File: config.mk
export PLATFORM = sky130hd
export DESIGN_NAME = instr_mem
export DESIGN_NICKNAME = d
export VERILOG_FILES = /design/src/hdl/rv_pkg.sv /design/src/hdl/instr_mem.sv
export SDC_FILE = /design/constraint.sdc
export NUM_CORES = 2
export LEC_CHECK = 0
export BUFFER_PORTS_ARGS = -buffer_cell sky130_fd_sc_hd__buf_2
export CORE_MARGIN = 2
export CORE_UTILIZATION = 60
export CTS_CLUSTER_DIAMETER = 50
export DETAILED_ROUTE_END_ITERATION = 7
export GPL_TIMING_DRIVEN = 1
export HOLD_SLACK_MARGIN = 0.12
export PLACE_DENSITY = 0.76
export SLEW_MARGIN = 0
export SYNTH_ARGS = -nofsm -noshare
export SYNTH_HDL_FRONTEND = slang
export SYNTH_SLANG_ARGS = --single-unit
File: constraint.sdc
create_clock -name clk -period 12.1 [get_ports clk]
set_clock_uncertainty 0.1 [all_clocks]
set_input_delay 1.815 -clock clk [delete_from_list [all_inputs] [get_ports clk]]
set_output_delay 1.815 -clock clk [all_outputs]
set_load 0.05 [all_outputs]
File: src/hdl/rv_pkg.sv
package rv_pkg;

  // Datapath widths
  localparam int XLEN     = 32;
  localparam int REG_AW   = 5;
  localparam int NUM_REGS = 32;
  localparam int APB_AW   = 12;

  // ALU operation select
  typedef enum logic [3:0] {
    ALU_ADD,
    ALU_SUB,
    ALU_XOR,
    ALU_OR,
    ALU_AND,
    ALU_SLL,
    ALU_SRL,
    ALU_SRA,
    ALU_SLT,
    ALU_SLTU,
    ALU_PASS_B  // lui
  } alu_op_e;

  //////////////////////////////////////////////////////////////////////
  // RV32I encodings

  localparam logic [6:0] OPC_OP     = 7'b0110011;  // Register-register
  localparam logic [6:0] OPC_OP_IMM = 7'b0010011;  // Register-immediate
  localparam logic [6:0] OPC_LUI    = 7'b0110111;

  localparam logic [2:0] F3_ADD_SUB = 3'h0;
  localparam logic [2:0] F3_SLL     = 3'h1;
  localparam logic [2:0] F3_SLT     = 3'h2;
  localparam logic [2:0] F3_SLTU    = 3'h3;
  localparam logic [2:0] F3_XOR     = 3'h4;
  localparam logic [2:0] F3_SRL_SRA = 3'h5;
  localparam logic [2:0] F3_OR      = 3'h6;
  localparam logic [2:0] F3_AND     = 3'h7;

  localparam logic [6:0] F7_BASE = 7'h00;
  localparam logic [6:0] F7_ALT  = 7'h20;  // sub and sra

  //////////////////////////////////////////////////////////////////////
  // Host register map

  localparam logic [APB_AW-1:0] ADDR_IMEM_LIMIT = 12'h800;  // End of instruction window
  localparam logic [APB_AW-1:0] ADDR_CTRL       = 12'h800;
  localparam logic [APB_AW-1:0] ADDR_STATUS     = 12'h804;
  localparam logic [APB_AW-1:0] ADDR_PROG_LEN   = 12'h808;
  localparam logic [APB_AW-1:0] ADDR_ILLEGAL    = 12'h80C;
  localparam logic [APB_AW-1:0] ADDR_REG_BASE   = 12'h880;  // x0, then one word per register

endpackage

File: src/hdl/instr_mem.sv
`timescale 1ns/1ns

module instr_mem #(
  parameter int IMEM_DEPTH = 64
) (
  input  logic                          clk,
  input  logic                          we,
  input  logic [$clog2(IMEM_DEPTH)-1:0] waddr,
  input  logic [rv_pkg::XLEN-1:0]       wdata,
  input  logic                          re,
  input  logic [$clog2(IMEM_DEPTH)-1:0] raddr,
  output logic [rv_pkg::XLEN-1:0]       rdata
);
  import rv_pkg::*;

  logic [XLEN-1:0] mem [IMEM_DEPTH];

  // Host write port
  always_ff @(posedge clk) begin
    if (we) begin
      mem[waddr] <= wdata;
    end
  end

  // Fetch port, one cycle latency
  always_ff @(posedge clk) begin
    if (re) begin
      rdata <= mem[raddr];
    end
  end

endmodule

After elaboration in Yosys (flattened, before gate mapping):

Memory sizes are Yosys's and may differ from the RTL's. A register that Yosys moved wholly into a read port is not among the register bits.
Index checks and enable logic that the tools add are counted.

* logic and storage cells: 3
* memories: 1
* RAM bits: 2048
* input bits: 47
* bits in registers: 0

Memories
* mem: depth 64, bits a word 32, read ports 1, clocked after memory_dff 1, write ports 1, line instr_mem.sv:16 `logic [XLEN-1:0] mem [IMEM_DEPTH];`

* muxes and demuxes: 2

Operators with widths (count)
* $mux 1: 2

Longest topological paths before layout:

* depth after elaboration: 2
* depth in mapped cells: 10
* depth with buffers taken out: 5

Worst setup path after synthesis:

No wires, ideal clock.

* kind: input to register
* start point: input port waddr[3]
* end point: memory mem[48][0], enable pin
* path slack: 7.025 ns
* arrival: 4.514 ns
* library setup time: 0.461 ns
* stages: 4
* cell sequence: clkbuf_1 > nor2b_1 > nand4b_1 > nor3_1

RTL lines
* from (decl): line instr_mem.sv:8 `input logic [$clog2(IMEM_DEPTH)-1:0] waddr,`
* to (decl): line instr_mem.sv:16

No word-level cell before the write port.

==> reports/qor.txt <==
========================================================================================================
Status                                                                                      complete, no violations
Number of H-tree levels                                                                                4
Delay of the slowest cell on the worst path                                                      0.82 ns
Final Total Pwr                                                                                  14.8 mW
Synthesized instance count                                                                          3324
Worst Hold Path Cells                                                                                  4
Critical path arrival                                                                            5.97 ns
TritonCTS clock tree                                                                                 yes
Class of the most critical hold timing path                                                      reg2reg
Buffer levels on the longest clock path                                                                3
Clock network latency to the later pin of the worst-skew pair                                    0.84 ns
Count of endpoints failing setup in the final report                                                   0
Post-route fraction of the period consumed by the critical path                                    0.458
Required time worst endpoint                                                                    12.53 ns
Total placed cells including tap cells                                                              5076
Overall die width                                                                                 366 um
Post-synthesis adder-cell area fraction                                                                0
Origin of the worst min-delay path                                                          mem[13][20]$_DFFE_PP_
Reg-to-reg startpoint                                                                       mem[48][23]$_DFFE_PP_
Period minus WS final                                                                            5.54 ns
Share of synthesized area occupied by flip-flops and latches                                       0.792
Post-synth EDFFs                                                                                    2080
Post-CTS clock slew at the launch and capture registers of the worst setup and hold paths        0.06 ns
Count of boundary I/O pins                                                                            79
Reg area                                                                                       62500 um2
Count of final max-slew check failures                                                                 0
Setup repair after global routing missed its margin                                                   no
Number of max-capacitance violations reported                                                          0
Setup Fix Bufs, Post-CTS                                                                               0
Critical-path cell list                                                                     buf_8 -> buf_12 -> buf_4 -> mux4_2 -> mux4_2 -> o22ai_1 -> nor2_1
Flip-flop and latch count after synthesis                                                           2080
Area Overhead vs Synth                                                                             11.7%
Number of synthesis warnings                                                                           0
Total Negative Setup Slacks                                                                         0 ns
Row cnt                                                                                              133
Routed WL                                                                                      204000 um
Finished layout cell area                                                                      88100 um2
Area share of the leading cell type in the synthesized netlist                                     0.792
Number of instances resized during post-cts repair                                                     0
TritonCTS sink count                                                                                2080
Detail-routed via count per cell                                                                    7.08
CTS Buf Count                                                                                        196
Post-synthesis cell type count                                                                        33
Die extent in y                                                                                   366 um
Number of global-route vias before repair                                                          38955
Most instantiated flip-flop cell in the synthesis netlist                                   sky130_fd_sc_hd__edfxtp_1
Multi-input combinational cell area                                                            16000 um2
Share of cells above drive strength 1                                                              0.288
Syn avg cell area                                                                               23.7 um2
Slew headroom                                                                                     0.0677
Netlist area before placement                                                                  78800 um2
Setup crit end kind                                                                             register
Worst-case reg-to-reg path depth                                                                       4
Routed length per placed instance                                                                37.5 um
DR pass1 iterations                                                                                    6
Die area                                                                                      134000 um2
Buffers on Ports                                                                                      78
Pin count of the biggest net entering global routing                                                 113
Main combinational cell family by area after synthesis                                      multiplexers
Async set-reset flop share out of synthesis                                                            0
Number of hold-slack violations in the final timing report                                             0
Core area                                                                                     131000 um2
Setup Crit Path Kind                                                                              in2reg
Root cell of the clock tree                                                                 sky130_fd_sc_hd__clkbuf_16
Ratio of total power to cell area                                                             168 nW/um2
Detailed-route DRC error count                                                                         0
Synthesized Nets                                                                                    3371
Area post-placement                                                                            81800 um2
Antenna violation net count after detailed routing                                                     0
Critical Path Fanout Max                                                                             100
Overall Global Routing Usage                                                                       0.309
Critical-path top delay cell                                                                sky130_fd_sc_hd__buf_4
Mux contribution to synthesized area                                                               0.167
Initial antenna violation count                                                                       13
Xor-xnor portion of the synthesized cell area                                                          0
Cell mode on critical path                                                                  sky130_fd_sc_hd__mux4_2
Worst Max-Slew Pin Slew                                                                          1.40 ns
Effective utilization at floorplan                                                                 0.602
Number of inserted filler cells in the final layout                                                 7690
Launch point of the critical path                                                               raddr[0]
Number of violations reported at the end of detailed-routing iteration 0                            6472
Leakage power summed over all cells                                                              27.3 nW
Routability-driven placement congestion ratio                                                      0.815
Simple-Gate Fraction of Synth Area                                                                0.0126
CTS hold repair buffers                                                                                0
Biggest area consumer among synthesized cells                                               sky130_fd_sc_hd__edfxtp_1
Main area contributors after synthesis                                                      sky130_fd_sc_hd__edfxtp_1, sky130_fd_sc_hd__mux4_2, sky130_fd_sc_hd__mux2i_1
Fin cells                                                                                           5439
Max Freq                                                                                         180 MHz
CP startpoint kind                                                                          primary input
Fraction of the mapped netlist area in compound gates                                             0.0167
Final HPWL DP                                                                                  106000 um
Global route total overflow                                                                            0
Routed via count                                                                                   38513
Global-route wire length before repair                                                         289000 um
Final Net Count                                                                                     3566
Peak supply drop                                                                                0.129 mV
========================================================================================================
-- logic make-up (layout without fill, tap and decap cells) --
group	Yosys count	after routing
and+or+nand+nor	223	223
AOI/OAI and AO/OA	202	202
muxes	637	637
other	0	5
DFF	2080	2080
buffers and inverters	182	537
-- routing by layer --
layer  up-vias  track usage  share of wire
met1     20288        0.421           0.34
met2      3012        0.491           0.48
met5         -            0        0.00026
li1      14703            -              -
met3       502       0.0708           0.13
met4         8        0.127          0.045
-- Yosys cell counts (3+ instances only) --
cell type and n:
sky130_fd_sc_hd__nor2_1 137, sky130_fd_sc_hd__o22ai_1 84, sky130_fd_sc_hd__or3_1 3, sky130_fd_sc_hd__mux4_2 544, sky130_fd_sc_hd__clkbuf_1 74, sky130_fd_sc_hd__buf_1 21, sky130_fd_sc_hd__nand3_1 5, sky130_fd_sc_hd__o221ai_1 27
sky130_fd_sc_hd__buf_2 57, sky130_fd_sc_hd__o32ai_1 4, sky130_fd_sc_hd__a41o_1 4, sky130_fd_sc_hd__a21oi_1 62, sky130_fd_sc_hd__nand3b_1 5, sky130_fd_sc_hd__a311oi_1 8, sky130_fd_sc_hd__nor3_1 7, sky130_fd_sc_hd__a22oi_1 12
sky130_fd_sc_hd__and3_1 4, sky130_fd_sc_hd__mux2i_1 93, sky130_fd_sc_hd__buf_6 5, sky130_fd_sc_hd__nor2b_1 15, sky130_fd_sc_hd__nand2b_1 8, sky130_fd_sc_hd__edfxtp_1 2080, sky130_fd_sc_hd__nand2_1 26, sky130_fd_sc_hd__buf_4 25
sky130_fd_sc_hd__or3b_2 3
-- stage by stage --
| step | hold WS [ns] | setup WS [ns] | utilization |
|---|---|---|---|
| global route | 0.765 | 6.34 | 0.672 |
| detailed placement | 0.693 | 5.63 | 0.625 |
| CTS | 0.710 | 6.49 | 0.672 |
| global placement | 0.683 | 5.74 | 0.625 |
| floorplan | 0.650 | 7.03 | - |
| finish | 0.720 | 6.56 | 0.672 |
-- critical path, delay by kind of cell --
family                 cells  cell delay, ns
buffers and inverters      3            1.97
AND/OR/NAND/NOR            1            0.15
multiplexers               2            1.13
AO/OA/AOI/OAI              1            0.68
-- cells in the final DEF, fill, tap and decap left out, drive strengths merged, types with 7 or more instances in the layout --
cell type,n
nor2,137
nor3,7
a22oi,12
edfxtp,2080
buf,179
a21oi,62
clkbuf,239
o221ai,27
mux2i,93
inv,14
clkinv,83
mux4,544
nor2b,15
bufinv,18
nand2b,8
a311oi,8
o22ai,84
nand2,26
-- power by group --
part | switching [mW] | total [mW] | leakage, nW | internal [mW]
Sequential | 0.0297 | 8.03 | 18.7 | 8.00
Clock | 2.63 | 6.01 | 3.04 | 3.39
Combinational | 0.494 | 0.748 | 5.53 | 0.254
-- worst paths after layout --
path | to | slack [ns]
max | rdata[28]$_DFFE_PP_ | 6.56
min | rdata[20]$_DFFE_PP_ | 0.72
max reg2reg | rdata[23]$_DFFE_PP_ | 9.25
min reg2reg | rdata[20]$_DFFE_PP_ | 0.72
-- flip-flops by register name, indices dropped and copies added, names as in the netlist --
| name | flops |
|---|---|
| mem | 2048 |
| rdata | 32 |
-- final cells by class --
type	instances	share of cell area
sequential	2080	0.709
multi-input combinational	1062	0.181
clock buffer	239	0.0580
tap	1755	0.0249
timing repair buffer	179	0.0138
clock inverter	119	0.0126
antenna	5	0.000142
(Power assumes the default switching activity.)
