===== config.mk =====
export PLATFORM = sky130hd
export DESIGN_NAME = exec_fsm
export DESIGN_NICKNAME = d
export VERILOG_FILES = /design/src/hdl/rv_pkg.sv /design/src/hdl/exec_fsm.sv
export SDC_FILE = /design/constraint.sdc
export NUM_CORES = 1
export LEC_CHECK = 0
export CAP_MARGIN = 20
export CORE_MARGIN = 2
export CORE_UTILIZATION = 56
export DETAILED_ROUTE_END_ITERATION = 8
export DONT_BUFFER_PORTS = 1
export PLACE_DENSITY = 0.74
export REMOVE_ABC_BUFFERS = 1
export SKIP_LAST_GASP = 1
export SYNTH_ARGS = -nofsm -noshare
export SYNTH_HDL_FRONTEND = slang
export SYNTH_SLANG_ARGS = --single-unit
export TNS_END_PERCENT = 10

===== constraint.sdc =====
create_clock -name clk -period 2.3 [get_ports clk]
set_input_delay 0.23 -clock clk [delete_from_list [all_inputs] [get_ports clk]]
set_output_delay 0.23 -clock clk [all_outputs]
set_load 0.02 [all_outputs]

===== src/hdl/rv_pkg.sv =====
package rv_pkg;

  // Datapath widths
  localparam int XLEN     = 32;
  localparam int REG_AW   = 5;
  localparam int NUM_REGS = 32;
  localparam int APB_AW   = 12;

  // ALU operation select
  typedef enum logic [3:0] {
    ALU_ADD,
    ALU_SUB,
    ALU_XOR,
    ALU_OR,
    ALU_AND,
    ALU_SLL,
    ALU_SRL,
    ALU_SRA,
    ALU_SLT,
    ALU_SLTU,
    ALU_PASS_B  // lui
  } alu_op_e;

  //////////////////////////////////////////////////////////////////////
  // RV32I encodings

  localparam logic [6:0] OPC_OP     = 7'b0110011;  // Register-register
  localparam logic [6:0] OPC_OP_IMM = 7'b0010011;  // Register-immediate
  localparam logic [6:0] OPC_LUI    = 7'b0110111;

  localparam logic [2:0] F3_ADD_SUB = 3'h0;
  localparam logic [2:0] F3_SLL     = 3'h1;
  localparam logic [2:0] F3_SLT     = 3'h2;
  localparam logic [2:0] F3_SLTU    = 3'h3;
  localparam logic [2:0] F3_XOR     = 3'h4;
  localparam logic [2:0] F3_SRL_SRA = 3'h5;
  localparam logic [2:0] F3_OR      = 3'h6;
  localparam logic [2:0] F3_AND     = 3'h7;

  localparam logic [6:0] F7_BASE = 7'h00;
  localparam logic [6:0] F7_ALT  = 7'h20;  // sub and sra

  //////////////////////////////////////////////////////////////////////
  // Host register map

  localparam logic [APB_AW-1:0] ADDR_IMEM_LIMIT = 12'h800;  // End of instruction window
  localparam logic [APB_AW-1:0] ADDR_CTRL       = 12'h800;
  localparam logic [APB_AW-1:0] ADDR_STATUS     = 12'h804;
  localparam logic [APB_AW-1:0] ADDR_PROG_LEN   = 12'h808;
  localparam logic [APB_AW-1:0] ADDR_ILLEGAL    = 12'h80C;
  localparam logic [APB_AW-1:0] ADDR_REG_BASE   = 12'h880;  // x0, then one word per register

endpackage


===== src/hdl/exec_fsm.sv =====
`timescale 1ns/1ns

module exec_fsm (
  input  logic                    clk,
  input  logic                    rst,
  input  logic                    start_req,
  input  logic [rv_pkg::XLEN-1:0] prog_len,
  input  logic                    last,
  input  logic                    illegal,
  output logic                    pc_clear,
  output logic                    pc_step,
  output logic                    imem_re,
  output logic                    exec_en,
  output logic                    busy,
  output logic                    done,
  output logic [rv_pkg::XLEN-1:0] illegal_cnt
);
  import rv_pkg::*;

  typedef enum logic [1:0] {
    IDLE,
    FETCH,
    EXEC,
    DONE_ST
  } state_e;

  state_e state;
  state_e state_nxt;
  logic   launch;

  // Start only counts when idle or finished
  assign launch = start_req && (state == IDLE || state == DONE_ST);

  //////////////////////////////////////////////////////////////////////
  // Sequencing

  always_comb begin
    state_nxt = state;
    unique case (state)
      IDLE, DONE_ST: begin
        if (launch) begin
          state_nxt = (prog_len == '0) ? DONE_ST : FETCH;  // Empty program
        end
      end
      FETCH: state_nxt = EXEC;
      EXEC:  state_nxt = last ? DONE_ST : FETCH;
    endcase
  end

  always_ff @(posedge clk) begin
    if (rst) begin
      state <= IDLE;
    end else begin
      state <= state_nxt;
    end
  end

  // Illegal instruction counter
  always_ff @(posedge clk) begin
    if (rst || launch) begin
      illegal_cnt <= '0;
    end else if (exec_en && illegal) begin
      illegal_cnt <= illegal_cnt + 1'b1;
    end
  end

  assign pc_clear = launch;
  assign imem_re  = state == FETCH;
  assign exec_en  = state == EXEC;
  assign pc_step  = exec_en;  // Advance once per executed word
  assign busy     = (state == FETCH) || (state == EXEC);
  assign done     = state == DONE_ST;

  // Length must hold still under a running program
  a_len_stable: assert property (@(posedge clk) disable iff (rst)
    busy |-> $stable(prog_len));

endmodule


---- After elaboration in Yosys (flattened, before gate mapping) ----
Cells that the tools add are included.
cells by class
  add/subtract/negate cells ............... 1
  equality and inequality tests ........... 4
  multiplexer cells ....................... 4
  reduce and logical (&&, ||, !) cells .... 8
operators with widths
  kind                   count
  $add 32x1->32 const B  1
  $logic_not 32->1       1
  $mux 2                 3
  $pmux 2 s3             1
  $eq 2x2->1 const B     2
  $logic_or 1x1->1       3
  $eq 2x1->1 const B     1
  $logic_and 1x1->1      2
  $logic_not 2->1        1
  $ne 2x2->1 const B     1
  $reduce_or 2->1        1
storage, ports and cells
  flip-flop bits (word level) ............. 34
  input bits .............................. 37
  output and inout port bits .............. 38
  logic and storage cells ................. 19

---- Logic depth before layout (Yosys ltp) ----
  word-level depth ........................ 5
  depth in mapped cells ................... 8
  depth with buffers taken out ............ 6

---- Worst setup path before layout ----
OpenSTA, ideal clock, no wires.
  kind .................................... reg-to-reg
  start ................................... register state[0]
  end ..................................... register illegal_cnt[17] in the netlist's numbering
  setup time .............................. 0.070 ns
  arrival time ............................ 2.219 ns
  required time ........................... 2.230 ns
  path slack .............................. 0.011 ns
  stages on the path, launching flop included .. 8
  path buffers ............................ 1
  period minus slack after synthesis ...... 2.289 ns
  path through ............................ dfxtp_1 -> inv_1 -> ha_1 -> nand4_4 -> or4_4 -> buf_6 -> or4_1 -> a21oi_1
on the way
  elaborated cells on any way between the ends .. 7
  those cells by class .................... eq/ne: 2; reduce/logical: 5
RTL lines
  what                    RTL line        source
  from (decl)             exec_fsm.sv:27  state_e state;
  from (signal assigned)  exec_fsm.sv:54  state <= state_nxt;
  $eq 2x2->1              exec_fsm.sv:69  assign exec_en = state == EXEC;
  via exec_en             exec_fsm.sv:13  output logic exec_en,
  $logic_and 1x1->1       exec_fsm.sv:62  end else if (exec_en && illegal) begin
  to (signal assigned)    exec_fsm.sv:63  illegal_cnt <= illegal_cnt + 1'b1;
  to (decl)               exec_fsm.sv:16  output logic [rv_pkg::XLEN-1:0] illegal_cnt
The timed path passes the listed nets, and every way through them passes these cells.
A chain may end at the register's enable or synchronous reset.

---- Final worst setup path ----
  start ................................... register state[1]
  end ..................................... register illegal_cnt[19] in the netlist's numbering
on the way
  word-level cells in the longest chain between the ends .. 4
  elaborated cells on any way between the ends .. 7
  those cells by class .................... eq/ne: 2; reduce/logical: 5
RTL lines
  what                                                  RTL line        source
  $eq 2x2->1 / $logic_not 2->1 (equally long branches)  exec_fsm.sv:32  assign launch = start_req && (state == IDLE || state == DONE_ST);
  $logic_or 1x1->1                                      exec_fsm.sv:32
  $logic_and 1x1->1                                     exec_fsm.sv:32
  $logic_or 1x1->1                                      exec_fsm.sv:60  if (rst || launch) begin
Several ways; a longest one is shown, not always the timed one.

==> flow_summary.yaml <==
global_route:
  overflow: 0
  first_global_vias: 1687
  pin_count_of_the_biggest_net_entering_global_routing: 24
  antenna_found_initial: 0
  all_layer_global_routing_usage_pct: 27.22
  grt_first_pass_wirelength_um: 7293
route:
  number_of_drc_markers_in_iteration_0: 103
  remaining_drc_errors: 0
  routed_vias: 1719
  met1_length_um: 1631
  post_drt_via_cell_ratio: 6.274
  totalWireLength_um: 4609
  wl_met3_um: 430
  postRouteAntennaNets: 0
  met2RoutedLength_um: 2400
  detail_route.first_pass.iterations: 4
  route.detailed.wl_per_inst_um: 16.82
  maxUsedRoutingLayer: "met4"
yosys:
  netlist-cell-type-count: 37
  synthesis.instances: 213
  synth_seq_area_share_pct: 38.26
  post-synth-top-area-cell: "sky130_fd_sc_hd__dfxtp_1"
  synth-seq-cells: 34
  synth.top_cells.by_area: "sky130_fd_sc_hd__dfxtp_1, sky130_fd_sc_hd__or4_1, sky130_fd_sc_hd__a21oi_1, sky130_fd_sc_hd__o31ai_1, sky130_fd_sc_hd__nor4_1"
  yosys_warnings: 0
  post_synth.cell_area_avg_um2: 8.353
  yosysTopAreaCellShare_pct: 38.26
  syn_std_cell_area_um2: 1779
setup_path:
  timing_worst_setup_path_type: "flip-flop to flip-flop"
  element_type_at_the_critical_path_start: "flip-flop"
  timing.rr.end: "illegal_cnt[19]$_SDFFE_PP0P_"
  crit_required_ns: 2.58
  r2r_setup_slack_ns: 0.12
  r2r.worst_path.cells: 5
  path_max_fanout: 20
  crit_arrival_ns: 2.45
  crit-reg2reg-launch: "state[1]$_SDFFE_PP0P_"
  cp-end-kind: "flip-flop"
timing:
  clock-skew-final_ns: 0.005723
  worst_pin_slew_ns: 0.4489
  max_slew_margin_pct: 70.07
  finalWorstPathRequiredPeriod_ns: 2.175
  timing.final.hold_violations: 0
  timing.fmax_mhz: 459.7
  grt_setup_unrepaired: "no"
  share_of_the_clock_period_used_by_the_worst_path_pct: 94.58
  maxSlewViolCount: 0
  count_of_endpoints_failing_setup_in_the_final_report: 0
finish:
  most-common-layout-cells: "sky130_fd_sc_hd__dfxtp_1, sky130_fd_sc_hd__a21oi_1, sky130_fd_sc_hd__buf_4, sky130_fd_sc_hd__or4_1"
  fillerInstances: 258
  finalInstanceArea_um2: 2032
  diodes: 0
  area.sequential_um2: 681.9
  final_common_cell: "sky130_fd_sc_hd__dfxtp_1"
  final_net_count: 271
  drive_above_1_share_pct: 15.22
  area_added_between_synthesis_and_finish_pct: 14.21
  fin_cells: 274
  multi_input_area_um2: 1011
  postLayoutCoreUtil_pct: 67.11
clocking:
  cts_tree: "done"
  cts_sinks: 34
  clk-insertion-delay-late_ns: 0.34
  cts-root-to-sink-buffers: 2
  worst_setup_hold_path_clk_slew_ns: 0.11
  htreeDepth: 2
  cts_inserted_buffers: 5
  clk_root_buffer_cell: "sky130_fd_sc_hd__clkbuf_4"
power:
  peakVddDrop_uv: 509.9
  design_power_total_mw: 1.138
  static-leakage-power_nw: 0.6537
  power.density_cell_area_nw_per_um2: 560.0
hold_path:
  hold-path-endpoint: "illegal_cnt[1]$_SDFFE_PP0P_"
  hold_path.startpoint: "illegal"
  hold_path_depth: 2
  timing.hold.worst.class: "primary input to flip-flop"
die:
  die_height_um: 60.37
  boundaryPins: 75
  start_util_pct: 58.76
  row_count: 20
  chipWidth_um: 60.37
  total_die_area_um2: 3644
  floorplan.core_area_um2: 3028
placement:
  dp.cells: 265
  place.gp.congestion: 0.8982
  port_buffers: 0
  detailed_place.area_um2: 1929
  detailed_place_hpwl_um: 3527
run:
  max_cap_violations: 0
outcome:
  status: "complete, no violations"
[sequential cells by signal, indices dropped and copies added (netlist names)]
signal / flops
state: 2
illegal_cnt: 32
[metal layers]
layer,vias up,global-route usage (%)
li1,833,-
met1,794,27.85
met2,81,48.91
met3,11,10.23
met4,0,12.70
met5,-,0
[stage by stage]
step	TNS (ns)	setup slack [ns]	hold WS [ns]
floorplan	-1.940	-0.1674	0.2991
global route	0	0.01873	0.05329
global placement	0	0.1602	0.3018
finish	0	0.1246	0.03186
CTS	0	0.02913	0.03737
detailed placement	0	0.04631	0.3046
[cells in the mapped netlist]
cell type	n
sky130_fd_sc_hd__nor2_1	13
sky130_fd_sc_hd__nand4_4	1
sky130_fd_sc_hd__xor2_1	2
sky130_fd_sc_hd__and2_1	2
sky130_fd_sc_hd__nand4_2	1
sky130_fd_sc_hd__inv_1	10
sky130_fd_sc_hd__a41o_1	1
sky130_fd_sc_hd__a21o_1	1
sky130_fd_sc_hd__nand3_2	1
sky130_fd_sc_hd__a211oi_1	1
sky130_fd_sc_hd__o22a_1	1
sky130_fd_sc_hd__nor3_1	4
sky130_fd_sc_hd__nor4_1	11
sky130_fd_sc_hd__clkbuf_2	1
sky130_fd_sc_hd__nand2b_1	2
sky130_fd_sc_hd__a21oi_1	23
sky130_fd_sc_hd__buf_2	1
sky130_fd_sc_hd__or3_1	4
sky130_fd_sc_hd__xnor2_1	7
sky130_fd_sc_hd__buf_6	1
sky130_fd_sc_hd__nand3_1	11
sky130_fd_sc_hd__or4_4	1
sky130_fd_sc_hd__dfxtp_1	34
sky130_fd_sc_hd__mux2i_1	1
sky130_fd_sc_hd__o31ai_1	15
sky130_fd_sc_hd__o21ai_0	4
sky130_fd_sc_hd__and4_1	3
sky130_fd_sc_hd__buf_4	1
sky130_fd_sc_hd__or4_1	16
sky130_fd_sc_hd__ha_1	5
sky130_fd_sc_hd__buf_1	1
sky130_fd_sc_hd__o311ai_0	1
sky130_fd_sc_hd__clkbuf_1	8
sky130_fd_sc_hd__a31oi_1	1
sky130_fd_sc_hd__nand2_1	15
sky130_fd_sc_hd__nand4_1	6
sky130_fd_sc_hd__and3_1	2
[layout make-up]
type	instances	area share, %
inverter	10	1.847
tap	44	2.709
clock buffer	8	3.879
sequential	34	33.56
multi-input combinational	156	49.75
timing repair buffer	22	8.251
[kinds of logic (layout without fill, tap and decap cells)]
family	after synthesis	after routing	synth area share (%)
simple gates	93	93	30.94
xor+xnor	9	9	4.431
compound gates	48	48	16.67
flops	34	34	38.26
buf+inv	23	40	5.626
mux	1	1	0.5626
fa+ha+maj	5	5	3.516
[what timing repair did]
action	4_1_cts	5_1_grt
endpoints found under the setup margin	0	16
gates resized for setup	0	3
hold endpoints to repair	2	0
hold buffers	1	0
setup buffers	0	0
[where the power goes]
part           leakage, nW  switching (mW)  internal [mW]  total (mW)
Combinational        0.335          0.0806         0.0429       0.123
Clock               0.0446           0.208          0.209       0.416
Sequential           0.275         0.00425          0.594       0.598
[worst max-delay path: stages, from the launching register on]
cell and delay [ns]:
sky130_fd_sc_hd__dfxtp_1 0.42, sky130_fd_sc_hd__ha_4 0.20, sky130_fd_sc_hd__nand4_4 0.15, sky130_fd_sc_hd__or4_4 0.63, sky130_fd_sc_hd__or4_1 0.55, sky130_fd_sc_hd__a21oi_1 0.16
[how the worst max path moves through the flow]
stage	start	slack, ns	cells after the start	end
2_1_floorplan	state[0]$_SDFFE_PP0P_	-0.17	6	illegal_cnt[30]$_SDFFE_PP0P_
3_3_place_gp	state[1]$_SDFFE_PP0P_	0.16	5	illegal_cnt[23]$_SDFFE_PP0P_
3_5_place_dp	state[1]$_SDFFE_PP0P_	0.05	5	illegal_cnt[19]$_SDFFE_PP0P_
4_1_cts	state[1]$_SDFFE_PP0P_	0.03	5	illegal_cnt[19]$_SDFFE_PP0P_
5_1_grt	state[1]$_SDFFE_PP0P_	0.02	6	illegal_cnt[24]$_SDFFE_PP0P_
6_report	state[1]$_SDFFE_PP0P_	0.12	5	illegal_cnt[19]$_SDFFE_PP0P_
(Power assumes the default switching activity.)
