--- src/hdl/rv_pkg.sv ---
package rv_pkg;

  // Datapath widths
  localparam int XLEN     = 32;
  localparam int REG_AW   = 5;
  localparam int NUM_REGS = 32;
  localparam int APB_AW   = 12;

  // ALU operation select
  typedef enum logic [3:0] {
    ALU_ADD,
    ALU_SUB,
    ALU_XOR,
    ALU_OR,
    ALU_AND,
    ALU_SLL,
    ALU_SRL,
    ALU_SRA,
    ALU_SLT,
    ALU_SLTU,
    ALU_PASS_B  // lui
  } alu_op_e;

  //////////////////////////////////////////////////////////////////////
  // RV32I encodings

  localparam logic [6:0] OPC_OP     = 7'b0110011;  // Register-register
  localparam logic [6:0] OPC_OP_IMM = 7'b0010011;  // Register-immediate
  localparam logic [6:0] OPC_LUI    = 7'b0110111;

  localparam logic [2:0] F3_ADD_SUB = 3'h0;
  localparam logic [2:0] F3_SLL     = 3'h1;
  localparam logic [2:0] F3_SLT     = 3'h2;
  localparam logic [2:0] F3_SLTU    = 3'h3;
  localparam logic [2:0] F3_XOR     = 3'h4;
  localparam logic [2:0] F3_SRL_SRA = 3'h5;
  localparam logic [2:0] F3_OR      = 3'h6;
  localparam logic [2:0] F3_AND     = 3'h7;

  localparam logic [6:0] F7_BASE = 7'h00;
  localparam logic [6:0] F7_ALT  = 7'h20;  // sub and sra

  //////////////////////////////////////////////////////////////////////
  // Host register map

  localparam logic [APB_AW-1:0] ADDR_IMEM_LIMIT = 12'h800;  // End of instruction window
  localparam logic [APB_AW-1:0] ADDR_CTRL       = 12'h800;
  localparam logic [APB_AW-1:0] ADDR_STATUS     = 12'h804;
  localparam logic [APB_AW-1:0] ADDR_PROG_LEN   = 12'h808;
  localparam logic [APB_AW-1:0] ADDR_ILLEGAL    = 12'h80C;
  localparam logic [APB_AW-1:0] ADDR_REG_BASE   = 12'h880;  // x0, then one word per register

endpackage

--- src/hdl/apb_host_port.sv ---
`timescale 1ns/1ns

module apb_host_port #(
  parameter int IMEM_DEPTH = 64
) (
  input  logic                          clk,
  input  logic                          rst,
  input  logic [rv_pkg::APB_AW-1:0]     paddr,
  input  logic                          psel,
  input  logic                          penable,
  input  logic                          pwrite,
  input  logic [rv_pkg::XLEN-1:0]       pwdata,
  output logic [rv_pkg::XLEN-1:0]       prdata,
  output logic                          pready,
  output logic                          pslverr,
  output logic                          start_req,
  output logic [rv_pkg::XLEN-1:0]       prog_len_q,
  output logic                          imem_we,
  output logic [$clog2(IMEM_DEPTH)-1:0] imem_waddr,
  output logic [rv_pkg::XLEN-1:0]       imem_wdata,
  output logic [rv_pkg::REG_AW-1:0]     host_raddr,
  input  logic [rv_pkg::XLEN-1:0]       host_rdata,
  input  logic                          busy,
  input  logic                          done,
  input  logic [rv_pkg::XLEN-1:0]       illegal_cnt
);
  import rv_pkg::*;

  localparam int IMEM_AW = $clog2(IMEM_DEPTH);

  logic access;
  logic aligned;
  logic hit_imem;
  logic hit_ctrl;
  logic hit_status;
  logic hit_plen;
  logic hit_illegal;
  logic hit_reg;
  logic wr_err;
  logic rd_err;
  logic plen_we;

  //////////////////////////////////////////////////////////////////////
  // Address decode

  assign access  = psel && penable;  // Access phase
  assign aligned = paddr[1:0] == 2'b00;

  assign hit_imem = aligned && (paddr < ADDR_IMEM_LIMIT) &&
                    (32'(paddr[APB_AW-1:2]) < IMEM_DEPTH);
  assign hit_ctrl    = paddr == ADDR_CTRL;
  assign hit_status  = paddr == ADDR_STATUS;
  assign hit_plen    = paddr == ADDR_PROG_LEN;
  assign hit_illegal = paddr == ADDR_ILLEGAL;
  assign hit_reg     = aligned && (paddr[APB_AW-1:7] == ADDR_REG_BASE[APB_AW-1:7]);

  // Memory and length are locked during a run
  always_comb begin
    wr_err = 1'b1;
    if (hit_imem || hit_plen) begin
      wr_err = busy;
    end else if (hit_ctrl) begin
      wr_err = 1'b0;
    end
  end

  assign rd_err  = !(hit_ctrl || hit_status || hit_plen || hit_illegal || hit_reg);
  assign pslverr = access && (pwrite ? wr_err : rd_err);
  assign pready  = 1'b1;

  //////////////////////////////////////////////////////////////////////
  // Write side

  assign imem_we    = access && pwrite && hit_imem && !busy;
  assign imem_waddr = paddr[IMEM_AW+1:2];
  assign imem_wdata = pwdata;
  assign start_req  = access && pwrite && hit_ctrl && pwdata[0];
  assign plen_we    = access && pwrite && hit_plen && !busy;

  always_ff @(posedge clk) begin
    if (rst) begin
      prog_len_q <= '0;
    end else if (plen_we) begin
      // Never longer than the memory
      prog_len_q <= (pwdata > XLEN'(IMEM_DEPTH)) ? XLEN'(IMEM_DEPTH) : pwdata;
    end
  end

  // Read side
  assign host_raddr = paddr[6:2];

  always_comb begin
    prdata = '0;
    if (hit_status) begin
      prdata = {{(XLEN-2){1'b0}}, done, busy};
    end else if (hit_plen) begin
      prdata = prog_len_q;
    end else if (hit_illegal) begin
      prdata = illegal_cnt;
    end else if (hit_reg) begin
      prdata = host_rdata;
    end
  end

  // Setup phase is always followed by its access phase
  a_setup_then_access: assert property (@(posedge clk) disable iff (rst)
    psel && !penable |=> psel && penable);

endmodule

--- config.mk ---
export PLATFORM = sky130hd
export DESIGN_NAME = apb_host_port
export DESIGN_NICKNAME = d
export VERILOG_FILES = /design/src/hdl/rv_pkg.sv /design/src/hdl/apb_host_port.sv
export SDC_FILE = /design/constraint.sdc
export NUM_CORES = 1
export LEC_CHECK = 0
export BUFFER_PORTS_ARGS = -buffer_cell sky130_fd_sc_hd__buf_2
export CAP_MARGIN = 20
export CORE_ASPECT_RATIO = 0.5
export CORE_MARGIN = 2
export CORE_UTILIZATION = 32
export DETAILED_ROUTE_END_ITERATION = 6
export PLACE_DENSITY = 0.76
export RECOVER_POWER = 50
export SLEW_MARGIN = 20
export SYNTH_ARGS = -nofsm -noshare
export SYNTH_HDL_FRONTEND = slang
export SYNTH_SLANG_ARGS = --single-unit
--- constraint.sdc ---
create_clock -name clk -period 1.6 [get_ports clk]
set_input_delay 0.16 -clock clk [delete_from_list [all_inputs] [get_ports clk]]
set_output_delay 0.16 -clock clk [all_outputs]
set_load 0.05 [all_outputs]
=== Word level (Yosys, flattened, before mapping) ===
Cells that the tools add are included.

* Register bits: 32
* Output and inout port bits: 111
* Word-level logic and storage cells: 37

* Magnitude comparators: 3
* Equal/unequal tests: 5
* Multiplexer cells: 8
* Reductions and logical operators: 20

{| class="wikitable"
|+ Operators by type and width
! kind !! count
|-
| $mux W32 || 5
|-
| $eq A12 B12 Y1 const B || 4
|-
| $gt A32 B7 Y1 const B || 1
|-
| $logic_and A1 B1 Y1 || 12
|-
| $lt A12 B12 Y1 const B || 1
|-
| $lt A10 B7 Y1 const B || 1
|-
| $eq A5 B5 Y1 const B || 1
|-
| $logic_or A1 B1 Y1 || 5
|-
| $mux W1 || 3
|-
| $logic_not A1 Y1 || 2
|-
| $logic_not A2 Y1 || 1
|}

=== Longest topological paths before layout ===
* Depth after elaboration: 8
* Mapped depth: 7
* Gate-level depth less buffers: 4

=== Least setup slack after synthesis ===
Ideal clock, no wire load.

* Kind: input -> output
* Start point: input port paddr[8] in the netlist's numbering
* End point: output port start_req
* Arrival: 2.834 ns
* Required time: 1.440 ns
* Setup slack: -1.394 ns
* Stages on the path: 4
* Path buffers: 1
* Cells stage by stage: or4b_1 buf_2 nor4_2 nor4b_1

* Longest elaborated chain between the ends: 3

{| class="wikitable"
|+ Ends and longest elaborated chain
! what !! RTL line !! RTL
|-
| start, declared || apb_host_port.sv:8 || <nowiki>input logic [rv_pkg::APB_AW-1:0] paddr,</nowiki>
|-
| $eq A12 B12 Y1 || apb_host_port.sv:51 || <nowiki>assign hit_ctrl = paddr == ADDR_CTRL;</nowiki>
|-
| $logic_and A1 B1 Y1 (2 in a row) || apb_host_port.sv:77 || <nowiki>assign start_req = access && pwrite && hit_ctrl && pwdata[0];</nowiki>
|-
| end, declared || apb_host_port.sv:16 || <nowiki>output logic start_req,</nowiki>
|}

Every way passes these cells.

=== Final worst setup path ===
* Start point: input port paddr[9] in the netlist's numbering
* End point: output port prdata[31] in the netlist's numbering

* Longest elaborated chain between the ends: 6
* Elaborated cells on any way between the ends: 9
* Those cells by class: eq/ne: 4; mux: 4; reduce/logical: 1

{| class="wikitable"
|+ Ends and longest elaborated chain
! what !! RTL line !! RTL
|-
| $eq A5 B5 Y1 || apb_host_port.sv:55 || <nowiki>assign hit_reg = aligned && (paddr[APB_AW-1:7] == ADDR_REG_BASE[APB_AW-1:7]);</nowiki>
|-
| $logic_and A1 B1 Y1 || apb_host_port.sv:55 ||
|-
| $mux W32 || apb_host_port.sv:100 || <nowiki>end else if (hit_reg) begin</nowiki>
|-
| $mux W32 || apb_host_port.sv:98 || <nowiki>end else if (hit_illegal) begin</nowiki>
|-
| $mux W32 || apb_host_port.sv:96 || <nowiki>end else if (hit_plen) begin</nowiki>
|-
| $mux W32 * || apb_host_port.sv:94 || <nowiki>if (hit_status) begin</nowiki>
|-
| end, declared || apb_host_port.sv:13 || <nowiki>output logic [rv_pkg::XLEN-1:0] prdata,</nowiki>
|}

Mark *: on every way between the ends. The rest lies on a longest branch, timed or not.

==> flow_metrics.py <==
metrics = {
    "synthesis": {
        "synthFlopType": "dfxtp_1",
        "synthCells": 245,
        "yosysWarnings": 0,
        "post-synth-top-area-cell": "dfxtp_1",
        "syn-num-nets": 360,
        "synth_cell_types": 41,
        "yosys-top-cells-area": "dfxtp_1 (29%), buf_4 (16%), a22o_1 (12%)",
        "synth.cell_area_mm2": 0.00219,
        "synth_edf_count": 0,
        "synth_top_area_share_pct": 29.3,
        "yosysSeqAreaShare_pct": 29.3,
        "synth_seq_cells": 32,
        "synth-async-reset-ratio_pct": 0,
        "syn_avg_cell_area_um2": 8.93,
    },
    "cells_and_area": {
        "most-common-layout-cells": "buf_2 (151), clkbuf_1 (37), buf_8 (32), dfxtp_1 (32)",
        "largest_register_ffs": 32,
        "final_nets": 565,
        "instances_no_fill": 543,
        "regMostFlops": "prog_len_q",
        "fin_area_mm2": 0.00422,
        "final_common_cell": "buf_2",
        "top_regs": "prog_len_q x32",
        "drive_above_1_share_pct": 64.5,
        "synthToLayoutAreaGrowth_pct": 92.6,
        "fillCellCount": 542,
        "diodes": 0,
    },
    "sta": {
        "max_slew.worst_pin.slew_ns": 0.618,
        "rsz0062_at_grt": "yes",
        "final_hold_viol_count": 0,
        "fin_crit_ns": 1.99,
        "fin_crit_sh_pct": 125,
        "finalClockSkew_ns": 0,
        "setup_ws_ns": -0.392,
        "setup_viol": 66,
        "slew_headroom_pct": 59.0,
        "timing.fmax_mhz": 502,
        "slew_violations": 0,
    },
    "critical_path": {
        "endpoint": "prdata[31]",
        "reg2reg_to": "prog_len_q[6]",
        "path_class": "input port to primary output",
        "cpMostUsedCell": "buf_6",
        "r2r_start": "prog_len_q[6]",
        "crit_start": "paddr[9]",
        "rrSetupSlack_ns": 0.92,
        "critPathTopFamily": "simple AND/OR/NAND/NOR gates",
        "cp_num_cells": 8,
        "worstSetupStartpointType": "input port",
        "reg2regPathDepth": 2,
        "cp-end-kind": "primary output",
        "crit_buf_inv": 4,
        "slowest_delay_ns": 0.61,
        "arrival_ns": 1.83,
        "cp_max_fo": 8,
        "worstPathCellList": "buf_6 -> or4b_4 -> nor4b_4 -> buf_4 -> buf_6 -> a22o_1 -> a21o_4 -> buf_8",
        "slowest_stage": "or4b_4",
        "crit_required_ns": 1.44,
    },
    "floorplan": {
        "die_w_um": 121,
        "die_h_um": 62.5,
        "initial_core_util_pct": 32.9,
        "coreArea_mm2": 0.00665,
        "rows": 21,
        "die_area_mm2": 0.00756,
        "ioPinCount": 226,
    },
    "pwr": {
        "internal_power_uw": 1570,
        "ir_drop_v": 0.000444,
        "p_switching_uw": 745,
        "finalPower_uw": 2310,
        "p_leak_uw": 0.00208,
        "pwr-share-seq_pct": 34.5,
        "clkPwrFrac_pct": 40.1,
        "powerDensity_mw_per_mm2": 548,
        "pwr-share-comb_pct": 25.4,
        "power.share.switching_pct": 32.2,
    },
    "clock_tree": {
        "numCtsBuffers": 5,
        "insertion_delay_ns": 0.27,
        "cts.sinks": 32,
        "htreeDepth": 2,
        "path_clk_slew_ns": 0.05,
        "clk_path_buf_depth": 2,
        "root_buffer": "clkbuf_16",
        "postCtsHoldBufs": 0,
        "cts_tree": "built",
    },
    "placed_design": {
        "globalplace.congestion": 0.824,
        "io_buffers": 224,
        "pre_cts_ws_ns": -0.526,
        "dp_cells": 529,
        "placed_area_mm2": 0.00358,
        "hpwl_um": 6300,
    },
    "outcome": {
        "violations": "setup timing",
        "outcome": "finished with violations",
    },
    "global_route": {
        "overflow": 0,
        "grt_pass1_wl_um": 12900,
        "grt_pass1_vias": 2620,
        "grt_max_degree": 25,
        "grt_use_total_pct": 21.0,
        "antenna_found_initial": 0,
    },
    "drt": {
        "totalWireLength_um": 8760,
        "post_drt_wl_per_cell_um": 16.1,
        "ant_nets": 0,
        "vias": 2703,
        "firstDrtPassIters": 4,
        "drtIter0Drc": 138,
        "drc": 0,
        "viasPerCell": 4.98,
    },
    "hold_path": {
        "min_path_type": "input port to register",
    },
    "job": {
        "max_cap_viol_count": 0,
    },
}
-- power groups by stage --
stage,sequential (uW),combinational (uW),clock [uW]
after floorplan,814,386,0
after global placement,814,561,0
after detailed placement,814,565,0
after CTS,797,588,941
after global routing,797,617,976
final,797,587,927
-- Yosys cell counts (2+ instances only) --
cell type	instances
buf_4	46
dfxtp_1	32
a21o_1	30
a22o_1	29
and2_1	25
buf_2	11
nand2b_1	9
nor3_1	6
o2bb2ai_1	6
nor4_1	5
o21ai_0	5
nand3_1	3
nor2_1	3
a22oi_1	2
a31oi_1	2
and3_1	2
nand4_1	2
nor3_2	2
or3_1	2
or4b_1	2
-- cell type report --
type	count	area [um^2]	share of cell area (%)
timing repair buffer	256	1740	41.2
clock inverter	3	18.8	0.445
multi-input combinational	154	1580	37.4
clock buffer	5	125	2.97
tap	92	115	2.73
sequential	32	641	15.2
inverter	1	3.75	0.0890
-- through the flow --
| stage | util [%] | TNS, ns | hold WS (ns) |
|---|---|---|---|
| final | 63.4 | -15.47 | 0.107 |
| after global routing | 63.4 | -19.37 | 0.116 |
| after CTS | 62.1 | -14.72 | 0.0889 |
| after detailed placement | 53.9 | -25.21 | 0.368 |
| after global placement | 53.9 | -24.29 | 0.372 |
| after floorplan | - | -11.00 | 0.238 |
-- worst min-delay path by stage --
| stage | start | endpoint | depth (start not counted) |
|---|---|---|---|
| 2_1_floorplan | rst | prog_len_q[6] | 1 |
| 3_3_place_gp | rst | prog_len_q[6] | 2 |
| 3_5_place_dp | rst | prog_len_q[6] | 2 |
| 4_1_cts | rst | prog_len_q[6] | 2 |
| 5_1_grt | rst | prog_len_q[6] | 2 |
| 6_report | rst | prog_len_q[6] | 2 |
-- what timing repair did --
item / CTS / global route
gates cloned: 2 / 0
gates resized for setup: 101 / 33
setup endpoints to repair: 41 / 66
pin swaps: 23 / 8
setup buffers: 4 / 0
-- cell families (layout without fill, tap and decap cells) --
family                 Yosys count  in the layout  synth area share, %
AND/OR/NAND/NOR                 75             75                 23.9
AO/OA/AOI/OAI                   78             78                 28.0
buffers and inverters           59            265                 18.6
flip-flops                      32             32                 29.3
other                            1              1                0.171
-- metal layers --
layer	wire (um)	GRT usage [%]	up-vias
met1	3430	25.0	1307
met5	0	0	-
met2	4790	39.5	108
met4	132	5.52	0
met3	408	2.92	12
li1	-	-	1276
(Power assumes the default switching activity.)
