--- config.mk ---
export PLATFORM = sky130hd
export DESIGN_NAME = pc_counter
export DESIGN_NICKNAME = d
export VERILOG_FILES = /design/src/hdl/rv_pkg.sv /design/src/hdl/pc_counter.sv
export SDC_FILE = /design/constraint.sdc
export NUM_CORES = 1
export LEC_CHECK = 0
export BUFFER_PORTS_ARGS = -buffer_cell sky130_fd_sc_hd__buf_2
export CAP_MARGIN = 20
export CORE_MARGIN = 2
export CORE_UTILIZATION = 43
export CTS_CLUSTER_SIZE = 12
export DETAILED_ROUTE_END_ITERATION = 10
export PLACE_DENSITY = 0.77
export SKIP_LAST_GASP = 1
export SYNTH_ARGS = -nofsm -noshare
export SYNTH_HDL_FRONTEND = slang
export SYNTH_SLANG_ARGS = --single-unit
--- constraint.sdc ---
create_clock -name clk -period 2.5 [get_ports clk]
set_input_delay 0.375 -clock clk [delete_from_list [all_inputs] [get_ports clk]]
set_output_delay 0.375 -clock clk [all_outputs]
set_load 0.02 [all_outputs]
--- src/hdl/rv_pkg.sv ---
package rv_pkg;

  // Datapath widths
  localparam int XLEN     = 32;
  localparam int REG_AW   = 5;
  localparam int NUM_REGS = 32;
  localparam int APB_AW   = 12;

  // ALU operation select
  typedef enum logic [3:0] {
    ALU_ADD,
    ALU_SUB,
    ALU_XOR,
    ALU_OR,
    ALU_AND,
    ALU_SLL,
    ALU_SRL,
    ALU_SRA,
    ALU_SLT,
    ALU_SLTU,
    ALU_PASS_B  // lui
  } alu_op_e;

  //////////////////////////////////////////////////////////////////////
  // RV32I encodings

  localparam logic [6:0] OPC_OP     = 7'b0110011;  // Register-register
  localparam logic [6:0] OPC_OP_IMM = 7'b0010011;  // Register-immediate
  localparam logic [6:0] OPC_LUI    = 7'b0110111;

  localparam logic [2:0] F3_ADD_SUB = 3'h0;
  localparam logic [2:0] F3_SLL     = 3'h1;
  localparam logic [2:0] F3_SLT     = 3'h2;
  localparam logic [2:0] F3_SLTU    = 3'h3;
  localparam logic [2:0] F3_XOR     = 3'h4;
  localparam logic [2:0] F3_SRL_SRA = 3'h5;
  localparam logic [2:0] F3_OR      = 3'h6;
  localparam logic [2:0] F3_AND     = 3'h7;

  localparam logic [6:0] F7_BASE = 7'h00;
  localparam logic [6:0] F7_ALT  = 7'h20;  // sub and sra

  //////////////////////////////////////////////////////////////////////
  // Host register map

  localparam logic [APB_AW-1:0] ADDR_IMEM_LIMIT = 12'h800;  // End of instruction window
  localparam logic [APB_AW-1:0] ADDR_CTRL       = 12'h800;
  localparam logic [APB_AW-1:0] ADDR_STATUS     = 12'h804;
  localparam logic [APB_AW-1:0] ADDR_PROG_LEN   = 12'h808;
  localparam logic [APB_AW-1:0] ADDR_ILLEGAL    = 12'h80C;
  localparam logic [APB_AW-1:0] ADDR_REG_BASE   = 12'h880;  // x0, then one word per register

endpackage

--- src/hdl/pc_counter.sv ---
`timescale 1ns/1ns

module pc_counter #(
  parameter int IMEM_DEPTH = 64
) (
  input  logic                          clk,
  input  logic                          rst,
  input  logic                          pc_clear,
  input  logic                          pc_step,
  input  logic [rv_pkg::XLEN-1:0]       prog_len,
  output logic [$clog2(IMEM_DEPTH)-1:0] pc,
  output logic                          last
);
  import rv_pkg::*;

  localparam int PC_W  = $clog2(IMEM_DEPTH);
  localparam int CNT_W = $clog2(IMEM_DEPTH + 1);  // Holds a full-length count

  logic [CNT_W-1:0] step_cnt;

  always_ff @(posedge clk) begin
    if (rst || pc_clear) begin
      pc       <= '0;
      step_cnt <= '0;
    end else if (pc_step) begin
      pc       <= (pc == PC_W'(IMEM_DEPTH - 1)) ? '0 : pc + 1'b1;
      step_cnt <= step_cnt + 1'b1;
    end
  end

  // High while the final instruction executes
  assign last = (XLEN'(step_cnt) + XLEN'(1)) == prog_len;

  // Host port clamps PROG_LEN, so stepping never runs past memory
  a_pc_range: assert property (@(posedge clk) disable iff (rst)
    pc_step |-> (int'(pc) < IMEM_DEPTH) && (XLEN'(step_cnt) < prog_len));

endmodule

After elaboration in Yosys (flattened, before gate mapping)
Cells that the tools add are included.
W data, S select, Z words.
{ "word_totals": {"reg_bits": 13, "in_bits": 36, "elab_cells": 9} }
{ "op_classes": {"n_addsub": 3, "eq_ne": 2, "muxes": 1, "n_reduce_logical": 1} }
{ "op_table": {"columns": ["operator", "count"], "rows": [
  ["$eq A8 B32 Y1", 1],
  ["$add A7 B1 Y8 const B", 1],
  ["$add A7 B1 Y7 const B", 1],
  ["$add A6 B1 Y6 const B", 1],
  ["$eq A6 B6 Y1 const B", 1],
  ["$mux W6", 1],
  ["$logic_or A1 B1 Y1", 1]
]} }

Logic depth before layout (Yosys ltp)
Gate-level depths: netlist of the first run.
{ "depth": {"ltp_word": 2, "mapped_depth": 5} }

Least setup slack after synthesis of the first run
No wires, ideal clock.
{ "synth_path": {"kind": "register to output", "startpoint": "register step_cnt[3]", "endpoint": "output last", "t_arrival_ns": 1.890, "t_required_ns": 2.125, "slack_ns": 0.235, "stages_incl_launch_ff": 6, "path_buffers": 1, "cell_sequence": "dfxtp_1 buf_4 nand3_2 o21a_1 or4b_4 a2111oi_2"} }
{ "synth_via": {"elab_chain_cells": 2} }
{ "synth_lines": {"columns": ["element", "line", "text"], "rows": [
  ["start, declared", "pc_counter.sv:19", "logic [CNT_W-1:0] step_cnt;"],
  ["start signal, assigned", "pc_counter.sv:27", "step_cnt <= step_cnt + 1'b1;"],
  ["$add A7 B1 Y8", "pc_counter.sv:32", "assign last = (XLEN'(step_cnt) + XLEN'(1)) == prog_len;"],
  ["$eq A8 B32 Y1", "pc_counter.sv:32", null],
  ["end, declared", "pc_counter.sv:12", "output logic last"]
]} }
No other way between the ends.

Worst setup path after layout of the first run
{ "layout_path": {"startpoint": "register step_cnt[1]", "endpoint": "output last"} }
The elaborated chain is that of the path after synthesis.

==> metrics, run 1 <==
cell count after synthesis between 90 and 100; Crit path max-delay family simple AND/OR/NAND/NOR gates; worst rel slew slack a little over 80%; worst path required time roughly 2.1 ns; highest-delay cell along the critical path or4b_4; final cycle utilization of the critical path between 90% and 100%; switching pwr roughly 94 uW; CORE AREA between 1500 and 2000 sq um; Fillers around 160; footprint of the multi-input gates between 500 and 600 sq um; Clock power frac 31.4%; Post-DRT Antenna Nets 0; Design Area, Final 1121 sq um; height of the die roughly 47 um; Synth Flop Type dfxtp_1; area delta synth->final 38.27%; DP HPWL 1594 um; CP endpoint kind output pin; count of final setup violators 0; post-layout util between 60 and 70%; PwrDens between 300 and 400 nW/um^2; #FFs+latches synth 13; GRT Overall Usage between 10% and 20%; Seq/Total Area, Yosys approximately a third; Hold Path Depth 3; GRT Residual Overflow 0; CP Cell Sequence nand2_1 > o21a_1 > or4b_4 > a2111oi_2 > buf_2; share of cells above drive strength 1 between 40% and 50%; area leader, netlist dfxtp_1; CTS Buf Count 3; CTS sink cnt 13; CTS tree yes; CTS hold repair buffers 0; initial antenna violation count 0; flop2flop setup slack 1.22 ns; largest net degree at the start of global routing 13; cells on worst reg2reg path 4; Post-synth EDFFs 0; global-route wire length before repair a little under 3000 um; placed inst area around 1000 sq um; Tot Pwr about 400 uW; synth top area cells dfxtp_1 (32%), xnor2_1 (9.7%), xor2_1 (7.6%); combinational power share between 10% and 20%; worst hold path endpoint step_cnt[0]$_SDFFE_PP0P_; Critical Path Max Stage Delay between 0.5 and 0.6 ns; most numerous cell in the Yosys netlist dfxtp_1; post-DR wirelength/cell roughly 12 um; area of the die ~2200 sq um; CP Max Fanout 6; Clock Pin Slew Worst Setup and Hold Paths around 0.070 ns; hold_sp rst; Seq pwr share between 50% and 60%; CP Buf/Inv Count 1; crit path time final about 2.4 ns; RSZ-0062 raised after global routing false; root buf cell clkbuf_4; row count 15; post-route setup slack between 0.08 and 0.09 ns; WP data arrival 2.04 ns; Post-route DRC 0; run status completed; Reg2Reg Capture Point step_cnt[6]$_SDFFE_PP0P_; Final Hold Vio Count 0; Peak VDD IR around 0.00026 V; Ys Warns 0; DRT iter0 DRCs 8; # H-tree levels 1; upper clock frequency limit between 400 and 500 MHz; Final Net Count about 180; Final Max Slew Viols 0; clk buf depth 2; synth unique cells 30; vias in the first global route 748; worst slew pin tran 0.2512 ns; CP Launch Type flop; syn_area_per_cell about 8.4 sq um; IO Pins 43; syn_nets between 100 and 150; sw frac between 20% and 30%; Via Count ~860; 1st-pass router iterations 4; n_diodes 0; clk_skew approximately 0.00072 ns; I/O Buffers 42; die width 47.42 um; Pint just over 300 uW; storage element area between 200 and 300 sq um; final RePlAce weighted congestion 0.7648; setup TNS 0 ns; max cap viols 0; critical path type flop to output pin; Reg-to-Reg Start step_cnt[4]$_SDFFE_PP0P_; initial core utilization between 40% and 50%; Post-synth top cells dfxtp_1 (13), nor2_1 (11), xnor2_1 (9); Post-Synthesis Cell Area just over 800 sq um; Post-synth ARST share 0%; dpl ws 0.1485 ns; clock latency on the worst-skew pair between 0.2 and 0.3 ns; DR vias/cell roughly 5.1; Synth top area share between 30% and 40%; Hold WC Path Type input port to flop; static leakage between 0.0004 and 0.0005 uW; Detailed Route WL between 1500 and 2000 um
[state kept, by name, indices dropped and copies added (netlist names)]
register / cells
pc: 6
step_cnt: 7
[cell families (layout without fill, tap and decap cells)]
kind of cell | count (synthesis) | count (layout) | share of synthesized area (%)
AND/OR/NAND/NOR | 46 | 46 | 30.86
XOR/XNOR | 16 | 16 | 17.28
flip-flops | 13 | 13 | 32.10
AO/OA/AOI/OAI | 12 | 12 | 10.34
buffers and inverters | 6 | 53 | 3.857
adder cells (fa/ha/maj) | 2 | 2 | 3.086
multiplexers | 2 | 2 | 2.469
[tightest hold or removal path, stage by stage]
cell and delay [ns]:
buf_2 0.07, or2_2 0.23, nor2_1 0.07
[per-layer routing]
metal  GRT usage [%]  up-vias  routed length, um  part of all wire [%]
met2           33.51       20               1097                    55
li1                -      440                  -                     -
met5               0        -                  0                     0
met4           7.778        0                  4                  0.20
met3           2.264        2                 89                   4.5
met1           19.77      396                794                    40
[worst max path at each step]
stage	slack, ns	cells after the start	end	from
finish	0.09	5	last	step_cnt[1]$_SDFFE_PP0P_
global route	0.01	5	last	step_cnt[4]$_SDFFE_PP0P_
CTS	0.03	5	last	step_cnt[1]$_SDFFE_PP0P_
detailed placement	0.15	6	last	prog_len[9]
global placement	0.21	6	last	prog_len[19]
floorplan	0.23	5	last	step_cnt[3]$_SDFFE_PP0P_
[what timing repair did]
| action | 4_1_cts | 5_1_grt |
|---|---|---|
| setup endpoints to repair | 1 | 1 |
| cloned | 0 | 0 |
| buffers inserted | 0 | 3 |
| pin swaps | 1 | 1 |
| gates resized for setup | 4 | 4 |
[cell usage in the layout (no fill, tap or decap), types with 2 or more instances in the layout]
| cell type | netlist | routed |
|---|---|---|
| buf_4 | 2 | 6 |
| nor2_1 | 11 | 11 |
| nand2b_1 | 2 | 2 |
| nand4_1 | 7 | 7 |
| or3_2 | 2 | 2 |
| nor3_1 | 3 | 3 |
| xnor2_1 | 9 | 9 |
| clkbuf_4 | 0 | 3 |
| nor4_1 | 6 | 6 |
| dfxtp_4 | 0 | 3 |
| o21ai_0 | 3 | 3 |
| nand3_1 | 3 | 3 |
| dfxtp_1 | 13 | 9 |
| buf_2 | 1 | 42 |
| o211ai_1 | 2 | 2 |
| nand2_1 | 7 | 7 |
| a21oi_1 | 2 | 2 |
| mux2i_1 | 2 | 2 |
| xor2_1 | 7 | 7 |
[power groups by stage]
stage / clock network [uW] / logic [uW] / registers, uW
final: 125 / 63.2 / 210
after global routing: 140 / 69.7 / 211
after CTS: 131 / 63.6 / 213
after detailed placement: 0 / 62.7 / 217
after global placement: 0 / 61.1 / 217
after floorplan: 0 / 28.7 / 217
[stage by stage]
| step | instances | hold slack [ns] |
|---|---|---|
| final | 169 | 0.5085 |
| after global routing | 169 | 0.5160 |
| after CTS | 166 | 0.4948 |
| after detailed placement | 162 | 0.5031 |
| after global placement | 162 | 0.4820 |
| after floorplan | 97 | 0.4834 |
[layout make-up]
cell class	instances	share of cell area [%]
clock buffer	4	2.344
sequential	13	24.33
inverter	1	0.3348
timing repair buffer	48	22.77
tap	25	2.790
multi-input combinational	78	47.43
(Power assumes the default switching activity.)
==> inputs of run 2 (changes only) <==
--- a/config.mk
+++ b/config.mk
@@ -12,6 +12,7 @@
 export CTS_CLUSTER_SIZE = 12
 export DETAILED_ROUTE_END_ITERATION = 10
 export PLACE_DENSITY = 0.77
+export RECOVER_POWER = 50
 export SKIP_LAST_GASP = 1
 export SYNTH_ARGS = -nofsm -noshare
 export SYNTH_HDL_FRONTEND = slang
==> run 2 against run 1 <==
Compared with the run above: clock skew is essentially flat; cell count unchanged; sequential power barely moved; critical path depth unchanged; hold slack hardly changed; largest cell class unchanged; highest routed layer unchanged.
==> metrics, run 2 (synthesis results as in run 1) <==
area of the die between 2000 and 2500 sq um; worst slew pin tran approximately 0.25 ns; CTS sink cnt 13; 1st-pass router iterations 4; PwrDens between 300 and 400 nW/um^2; DP HPWL roughly 1600 um; n_diodes 0; upper clock frequency limit slightly above 400 MHz; global-route wire length before repair ~2900 um; fin cells ~170; Largest register FFs 7; worst path required time ~2.1 ns; worst hold path endpoint step_cnt[0]$_SDFFE_PP0P_; largest net degree at the start of global routing 13; row count 15; Tot Pwr about 400 uW; setup TNS 0 ns; most common cell after layout, fill and taps aside buf_2; WP data arrival about 2 ns; root buf cell clkbuf_4; height of the die 47.42 um; final cycle utilization of the critical path between 90% and 100%; Hold Path Depth 3; commonest cells after routing, fill and taps aside buf_2 (41), nor2_1 (11), xnor2_1 (9), dfxtp_1 (9); hold_sp rst; Post-DRT Antenna Nets 0; initial antenna violation count 0; Final Max Slew Viols 0; final RePlAce weighted congestion ~0.76; Clock Pin Slew Worst Setup and Hold Paths approximately 0.07 ns; cells on worst reg2reg path 4; clk buf depth 2; worst rel slew slack between 80% and 90%; Min Hold Slack 0.5081 ns; biggest regs step_cnt x7, pc x6; Reg-to-Reg Start step_cnt[4]$_SDFFE_PP0P_; count of final setup violators 0; GRT Overall Usage about 18%; Final Hold Vio Count 0; DRT iter0 DRCs 8; post-DR wirelength/cell 11.73 um; die width roughly 47 um; Detailed Route WL just under 2000 um; GRT Residual Overflow 0; CP Max Fanout 6; critical path type flop to output pin; RSZ-0062 raised after global routing false; static leakage 0.0004528 uW; CP Launch Type flop; Reg2Reg Capture Point step_cnt[6]$_SDFFE_PP0P_; most flop-heavy register step_cnt; Peak VDD IR between 0.0002 and 0.0003 V; crit path time final between 2 and 2.5 ns; # H-tree levels 1; vias in the first global route around 750; Hold WC Path Type input port to flop; area delta synth->final 38.12%; IO Pins 43; CP endpoint kind output pin; CTS Buf Count 3; share of cells above drive strength 1 42.36%; Final Net Count about 180; max cap viols 0; Post-route DRC 0; clock latency on the worst-skew pair 0.27 ns; CORE AREA roughly 1700 sq um; post-layout util about 64%; clk_skew about 0.00061 ns; CTS hold repair buffers 0; run status completed; flop2flop setup slack 1.22 ns; Via Count between 800 and 900; CTS tree yes; DR vias/cell roughly 5.1; DP Cell Count roughly 160; I/O Buffers 42; initial core utilization around 46%
## run 2: cell count changes in the layout (fill, tap and decap cells not counted)
| cell | delta |
|---|---|
| clkbuf_1 | +1 |
| buf_2 | -1 |
## run 2: per-stage QoR
stage | worst slack (ns) | area (sq um)
6_report | 0.08792 | 1120
5_1_grt | 0.01297 | 1120
4_1_cts | 0.03141 | 1090
3_5_place_dp | 0.1485 | 1047
3_3_place_gp | 0.2072 | 1047
2_1_floorplan | 0.2348 | 810.8
## run 2: worst max path at each step
stage / from / endpoint / slack [ns] / depth (start not counted)
final: step_cnt[1]$_SDFFE_PP0P_ / last / 0.09 / 5
after global routing: step_cnt[4]$_SDFFE_PP0P_ / last / 0.01 / 5
after CTS: step_cnt[1]$_SDFFE_PP0P_ / last / 0.03 / 5
after detailed placement: prog_len[9] / last / 0.15 / 6
after global placement: prog_len[19] / last / 0.21 / 6
after floorplan: step_cnt[3]$_SDFFE_PP0P_ / last / 0.23 / 5
## run 2: metal layers
metal	global-route usage [%]	wire, um	up-vias
met3	2.264	89	2
li1	-	-	440
met4	7.778	4	0
met5	0	0	-
met1	19.77	790	394
met2	33.51	1099	20
## run 2: what timing repair did
| item | 4_1_cts | 5_1_grt |
|---|---|---|
| gates cloned | 0 | 0 |
| buffers inserted | 0 | 3 |
| resized for setup | 4 | 4 |
| pin swaps | 1 | 1 |
| setup endpoints to repair | 1 | 1 |
## run 2: critical path, cell delays in order (launching register included)
cell and delay, ns:
dfxtp_4 0.39, nand2_1 0.10, o21a_1 0.20, or4b_4 0.51, a2111oi_2 0.35, buf_2 0.22
## run 2: cell type report
| class | instances | area [sq um] |
|---|---|---|
| fill | 163 | 625.6 |
| sequential | 13 | 272.8 |
| timing repair buffer | 48 | 254.0 |
| tap | 25 | 31.28 |
| multi-input combinational | 78 | 531.8 |
| clock buffer | 4 | 26.28 |
| inverter | 1 | 3.754 |
## run 2: report_power, final
part	leakage (uW)	internal [uW]	total, uW	switching [uW]
clock	0.0000150	61.7	125	63.6
sequential	0.000108	207	210	3.29
combinational	0.000330	36.4	63.1	26.7
total	0.000453	305	398	93.5
